--- src/hw/memPipe_consts.svh ---
`ifndef MEMPIPE_CONSTS_SVH
`define MEMPIPE_CONSTS_SVH

// data word width, also used for the pc
`define DATA_WIDTH 32

// register number width, 32 registers
`define REG_ADDR_WIDTH 5

// words held by the data memory
`define MEM_DEPTH 256

// word index width into the data memory
// must match MEM_DEPTH
`define MEM_ADDR_WIDTH 8

// bits of a byte address below the word index
`define BYTE_SEL_WIDTH 2

`endif

--- src/hw/memPipe_pkg.sv ---
package memPipe_pkg;

    // operation carried by one pipeline record
    // bubble first so a cleared register decodes as opNone
    typedef enum logic [2:0] {
        // empty slot
        opNone      = 3'd0,
        // alu result to register
        opAluWrite  = 3'd1,
        // whole word from memory to register
        opLoadWord  = 3'd2,
        // one byte from memory, sign-extended
        opLoadByte  = 3'd3,
        // whole word to memory
        opStoreWord = 3'd4,
        // low byte to one memory lane
        opStoreByte = 3'd5
    } memOp;

endpackage

--- src/hw/writebackStage.sv ---
`timescale 1ns/1ps
`include "memPipe_consts.svh"

module writebackStage
    import memPipe_pkg::*;
(
    input  logic                       clk,
    input  memOp                       opWb,
    input  logic [`REG_ADDR_WIDTH-1:0] regWriteAddrWb,
    input  logic [`DATA_WIDTH-1:0]     regWriteDataWb,
    input  logic [`REG_ADDR_WIDTH-1:0] rsAddr,
    output logic [`DATA_WIDTH-1:0]     rsData,
    output logic [`REG_ADDR_WIDTH-1:0] fwdAddr,
    output logic [`DATA_WIDTH-1:0]     fwdData
);

    // one entry per register number
    logic [`DATA_WIDTH-1:0] regFile [1 << `REG_ADDR_WIDTH];

    // record targets a register
    logic writesReg;

    always_comb begin
        case (opWb)
            opAluWrite,
            opLoadWord,
            opLoadByte: writesReg = 1'b1;
            default:    writesReg = 1'b0;
        endcase
    end

    // r0 is never written
    always_ff @(posedge clk) begin
        if (writesReg && regWriteAddrWb != '0) begin
            regFile[regWriteAddrWb] <= regWriteDataWb;
        end
    end

    // decode-side read port, r0 reads as zero
    assign rsData = (rsAddr == '0) ? '0 : regFile[rsAddr];

    // forwarding pair back to the memory stage
    // address 0 means nothing is being written
    assign fwdAddr = writesReg ? regWriteAddrWb : '0;
    assign fwdData = regWriteDataWb;

endmodule

--- config.mk ---
export PLATFORM = sky130hd
export DESIGN_NAME = writebackStage
export DESIGN_NICKNAME = d
export VERILOG_FILES = /design/src/hw/memPipe_pkg.sv /design/src/hw/writebackStage.sv
export VERILOG_INCLUDE_DIRS = /design/src /design/src/hw
export SDC_FILE = /design/constraint.sdc
export NUM_CORES = 1
export LEC_CHECK = 0
export BUFFER_PORTS_ARGS = -buffer_cell sky130_fd_sc_hd__buf_2
export CAP_MARGIN = 30
export CORE_MARGIN = 1
export CORE_UTILIZATION = 45
export DETAILED_ROUTE_END_ITERATION = 8
export REMOVE_ABC_BUFFERS = 1
export SLEW_MARGIN = 20
export SYNTH_ARGS = -nofsm -noshare
export SYNTH_HDL_FRONTEND = slang
export SYNTH_SLANG_ARGS = --single-unit
--- constraint.sdc ---
create_clock -name clk -period 3.7 [get_ports clk]
set_input_delay 0.555 -clock clk [delete_from_list [all_inputs] [get_ports clk]]
set_output_delay 0.555 -clock clk [all_outputs]
set_load 0.02 [all_outputs]
==> run_results.csv, run 1 <==
group,metric,value,unit
outcome,status,"finished clean",
yosys,ys_top_cells_by_area,"edfxtp_1 (77%), mux4_2 (10%), mux4_1 (3.0%), mux2i_1 (1.6%), buf_4 (1.0%)",
clock_network,clockBufferDepth,3,
sta,rsz0062_at_grt,"false",
sta,final.min_clock_period,3470,ps
routing,wl_per_cell,29.8,um
power_and_ir_drop,power,24800,uW
layout,largest_reg_flops,1024,
clock_network,cts_tree,"yes",
die,initial_core_util,45.7,%
yosys,yosysTopAreaCellShare,77.0,%
layout,design_area,0.0458,sq mm
layout,seqCellArea,0.0307,sq mm
yosys,syn_area,0.0399,sq mm
layout,diodes,0,
clock_network,clk_pin_slew,60,ps
yosys,syn_avg_cell_area,22.5,sq um
layout,area_delta_synth_final,14.8,%
setup_path,worstPathMaxFanout,18,
layout,top_regs,"regFile (1024)",
global_route,grt_pass1_wl,138000,um
global_route,grt-busiest-layer,"met2",
place,gp_congestion,0.768,
routing,dr_total_vias,19100,
global_route,grt_pass1_vias,19600,
sta,max_slew.worst_pin.slew,785,ps
place,postPlaceCellArea,0.0424,sq mm
flow_run,maxCapViolations,0,
routing,postRouteAntennaNets,0,
clock_network,cts_root_buf,"clkbuf_16",
yosys,synth.distinct_cells,39,
clock_network,cts_buffers,102,
place,dp_hpwl,52800,um
yosys,yosysSeqAreaShare,77.0,%
routing,via_per_inst,5.94,
global_route,use_met2,34.0,%
layout,fillers,6824,
yosys,ys_warn_count,0,
sta,fin_crit_sh,93.8,%
sta,fmax,288,MHz
setup_path,end_kind,"output port",
yosys,ys_ff_latch,1024,
power_and_ir_drop,leakagePower,0.0147,uW
clock_network,postCtsSetupBuffers,0,
global_route,grt_max_degree,65,
layout,final_cell_mix,"edfxtp_1 (1024), mux4_2 (179), buf_2 (111), clkbuf_16 (105), buf_4 (69)",
layout,largest-register,"regFile",
die,fp.dieH,300,um
sta,setup_viol,0,
layout,drive_gt1_share,29.4,%
layout,final_common_cell,"edfxtp_1",
power_and_ir_drop,ir_drop,0.000329,V
setup_path,cp-start-kind,"primary input",
clock_network,cts_max_level,3,
sta,maxSlewViolCount,0,
clock_network,ctsHoldBuffers,0,
die,ios,115,
sta,final_hold_viol_count,0,
clock_network,cts_sinks,1024,
global_route,grt_use_met1,31.7,%
global_route,overflow,0,
place,dp.cells,3038,
power_and_ir_drop,power.density,541,mW/mm^2
clock_network,cts_resized,0,
routing,drcViolationCount,0,
yosys,synth_area_leader_cell,"edfxtp_1",
setup_path,crit_type,"primary input to output port",
hold_path,hold_path.class,"primary input to register",
routing,routed_wl,95900,um
layout,utilization,52.5,%
global_route,antenna_found_initial,1,
die,row_count,108,
global_route,met3_usage,3.42,%
place,portBuffers,114,
sta,tns,0,ps
layout,fin_cells,3222,
sta,max_slew_margin,47.5,%
routing,drt-pass1-iter-count,5,
layout,multiInputGateArea,0.00847,sq mm
die,die_area,0.0899,sq mm
routing,drt_iter0_drc,2131,
setup_path,cp.arrival,2920,ps
layout,nets,2033,
setup_path,critPathRequiredTime,3140,ps
yosys,synthCells,1776,
global_route,grt_usage,21.5,%
die,core-area,0.0873,sq mm
die,die_x,300,um
-- final timing paths --
kind	start	to	slack [ps]	cells after the start
worst min-delay path	regWriteDataWb[17]	regFile[4][17]	390	1
worst max-delay path	rsAddr[0]	rsData[1]	230	8
-- cell type report --
class                   count  area share [%]
multi-input cells         645            18.5
flip-flops and latches   1024            67.1
inverters                   1          0.0109
well taps                1155            3.15
clock buffers             119            5.85
clock inverters            65            1.57
repair buffers            213            3.80
-- critical path, stage by stage --
cell	delay, ps
buf_4	210
buf_4	410
and2_1	210
buf_4	350
a22oi_1	140
a311oi_1	620
buf_4	210
buf_2	150
-- cells by family (layout without fill, tap and decap cells) --
| family | after synthesis | after routing | share of synthesized area [%] |
|---|---|---|---|
| AOI/OAI and AO/OA | 185 | 185 | 3.32 |
| buffers and inverters | 138 | 398 | 2.63 |
| DFF | 1024 | 1024 | 77.0 |
| muxes | 320 | 320 | 15.6 |
| other | 1 | 32 | 0.00940 |
| and+or+nand+nor | 108 | 108 | 1.42 |
-- power by group --
part	switching [uW]	internal, uW
logic	833	508
registers	30.1	12900
clock network	4240	6270
-- synth_stat cells, drive strengths merged --
master / number
nor2b: 27
mux2i: 64
or3b: 1
a311oi: 32
dlygate4sd3: 2
or4: 1
nand3: 2
and2b: 7
nand3b: 5
nand2b: 1
mux4: 224
clkbuf: 20
and2: 6
bufbuf: 1
o2111ai: 7
dlygate4sd1: 3
nand2: 17
buf: 110
a221oi: 25
dlymetal6s2s: 1
or2: 1
a211oi: 32
o21ai: 57
edfxtp: 1024
nor2: 39
a22oi: 32
or3: 1
inv: 1
mux2: 32
conb: 1
-- per-stage QoR --
step / hold slack, ps / setup slack (ps)
floorplan: 654 / 751
global placement: 1040 / 336
detailed placement: 1060 / 257
CTS: 365 / 243
global route: 394 / 163
finish: 392 / 228
-- metal layers --
layer	wire length [um]	vias up
met5	0	-
met1	41800	10300
met2	45600	752
met3	6770	117
met4	1760	0
li1	-	7964
Power figures use the tool's default switching activity.
==> run 2: changes to the inputs <==
Settings changed: BUFFER_PORTS_ARGS -buffer_cell sky130_fd_sc_hd__buf_2 to -buffer_cell sky130_fd_sc_hd__clkbuf_2.
==> run 2 against run 1 <==
Against the previous run: wire length up 1.5%; sequential power barely moved; flip-flop and latch count stayed put; non-clock buffer count up 12; sequential share of layout area is 0.22 points higher; fmax increased by 0.55%; utilization is 0.17 points lower; clock-buffer cell count is 1 higher; first-iteration DRC count is 3.1% higher; via count up 0.54%; die area stayed put; largest cell class unchanged.
==> run_results.csv, run 2 (synthesized netlist as in run 1, its figures left out) <==
group,metric,value,unit
sta,max_slew.worst_pin.slew,959,ps
sta,fmax,290,MHz
layout,largest-register,"regFile",
layout,final_cell_mix,"edfxtp_1 (1024), mux4_2 (179), clkbuf_2 (111), clkbuf_16 (100), buf_4 (90)",
layout,multiInputGateArea,0.00847,sq mm
place,dp.cells,3050,
global_route,grt_max_degree,55,
setup_path,crit_type,"primary input to output port",
hold_path,hold_path.class,"primary input to register",
routing,routed_wl,97400,um
global_route,grt_pass1_wl,138000,um
flow_run,maxCapViolations,0,
sta,setup_viol,0,
clock_network,cts_root_buf,"clkbuf_16",
clock_network,cts_buffers,99,
power_and_ir_drop,power.density,536,mW/mm^2
layout,design_area,0.0457,sq mm
power_and_ir_drop,clockPowerShare,41.7,%
layout,area_delta_synth_final,14.4,%
clock_network,ctsHoldBuffers,0,
die,ios,115,
layout,drive_gt1_share,30.0,%
layout,nets,2042,
place,postPlaceCellArea,0.0424,sq mm
global_route,grt_pass1_vias,19000,
clock_network,clk_pin_slew,60,ps
setup_path,cp.arrival,2900,ps
power_and_ir_drop,ir_drop,0.000382,V
sta,fin_ws,247,ps
clock_network,cts_tree,"yes",
place,portBuffers,114,
place,post-place-ws,182,ps
global_route,antenna_found_initial,0,
sta,fin_crit_sh,93.3,%
sta,maxSlewViolCount,0,
routing,dr_total_vias,19200,
sta,max_slew_margin,35.9,%
power_and_ir_drop,p_switching,5130,uW
setup_path,cp-start-kind,"primary input",
clock_network,cts_resized,0,
outcome,status,"finished clean",
layout,final_common_cell,"edfxtp_1",
power_and_ir_drop,p_seq_share,52.8,%
setup_path,worstPathMaxFanout,22,
die,die_area,0.0899,sq mm
clock_network,cts_sinks,1024,
power_and_ir_drop,leakagePower,0.0147,uW
die,core-area,0.0873,sq mm
place,gp_congestion,0.758,
setup_path,end_kind,"output port",
die,row_count,108,
die,die_x,300,um
clock_network,clockBufferDepth,3,
layout,largest_reg_flops,1024,
die,fp.dieH,300,um
sta,final.min_clock_period,3450,ps
setup_path,critPathRequiredTime,3140,ps
power_and_ir_drop,sw_frac_of_total,20.9,%
die,initial_core_util,45.7,%
sta,final_hold_viol_count,0,
layout,fillers,6780,
layout,seqCellArea,0.0307,sq mm
routing,drcViolationCount,0,
clock_network,postCtsSetupBuffers,0,
sta,rsz0062_at_grt,"false",
place,dp_hpwl,53900,um
power_and_ir_drop,p_int,19400,uW
layout,top_regs,"regFile (1024)",
routing,drt_iter0_drc,2196,
layout,fin_cells,3234,
clock_network,cts_max_level,3,
routing,drt-pass1-iter-count,7,
routing,postRouteAntennaNets,0,
sta,tns,0,ps
routing,via_per_inst,5.95,
power_and_ir_drop,power,24500,uW
routing,wl_per_cell,30.1,um
global_route,grt_usage,21.8,%
global_route,overflow,0,
power_and_ir_drop,p_comb_share,5.4,%
layout,diodes,0,
## run 2: metal layers
metal	global-route usage, %	part of all wire, %	vias up
li1	-	-	7997
met1	32.3	43	10300
met2	33.7	47	810
met3	3.76	7.7	141
met4	5.56	2.0	0
met5	0	0	-
## run 2: final timing paths
| check | start | to | cells after the start |
|---|---|---|---|
| worst max-delay path | rsAddr[0] | rsData[15] | 8 |
| worst min-delay path | regWriteDataWb[12] | regFile[2][12] | 1 |
## run 2: layout make-up
type	count	share of cell area, %
clock buffer	120	5.64
timing repair buffer	225	3.73
clock inverter	64	1.56
multi-input combinational	645	18.6
sequential	1024	67.3
inverter	1	0.0110
tap	1155	3.16
## run 2: per-stage QoR
step / utilization [%] / hold WS (ps)
finish: 52.3 / 519
global route: 52.3 / 545
CTS: 52.3 / 482
detailed placement: 48.5 / 1180
global placement: 48.5 / 1140
floorplan: - / 654
## run 2: power groups by stage
| stage | clock (uW) | sequential (uW) | combinational (uW) |
|---|---|---|---|
| final | 10200 | 12900 | 1340 |
| after floorplan | 0 | 13200 | 579 |
| after global placement | 0 | 13200 | 1330 |
| after global routing | 10800 | 12900 | 1420 |
| after CTS | 10400 | 12900 | 1350 |
| after detailed placement | 0 | 13200 | 1350 |
## run 2: worst max-delay path, cell delays in order
cell and delay [ps]:
buf_4 490, clkinv_2 260, nor2_1 360, buf_4 200, a22oi_1 80, a311oi_1 530, buf_4 200, clkbuf_2 160
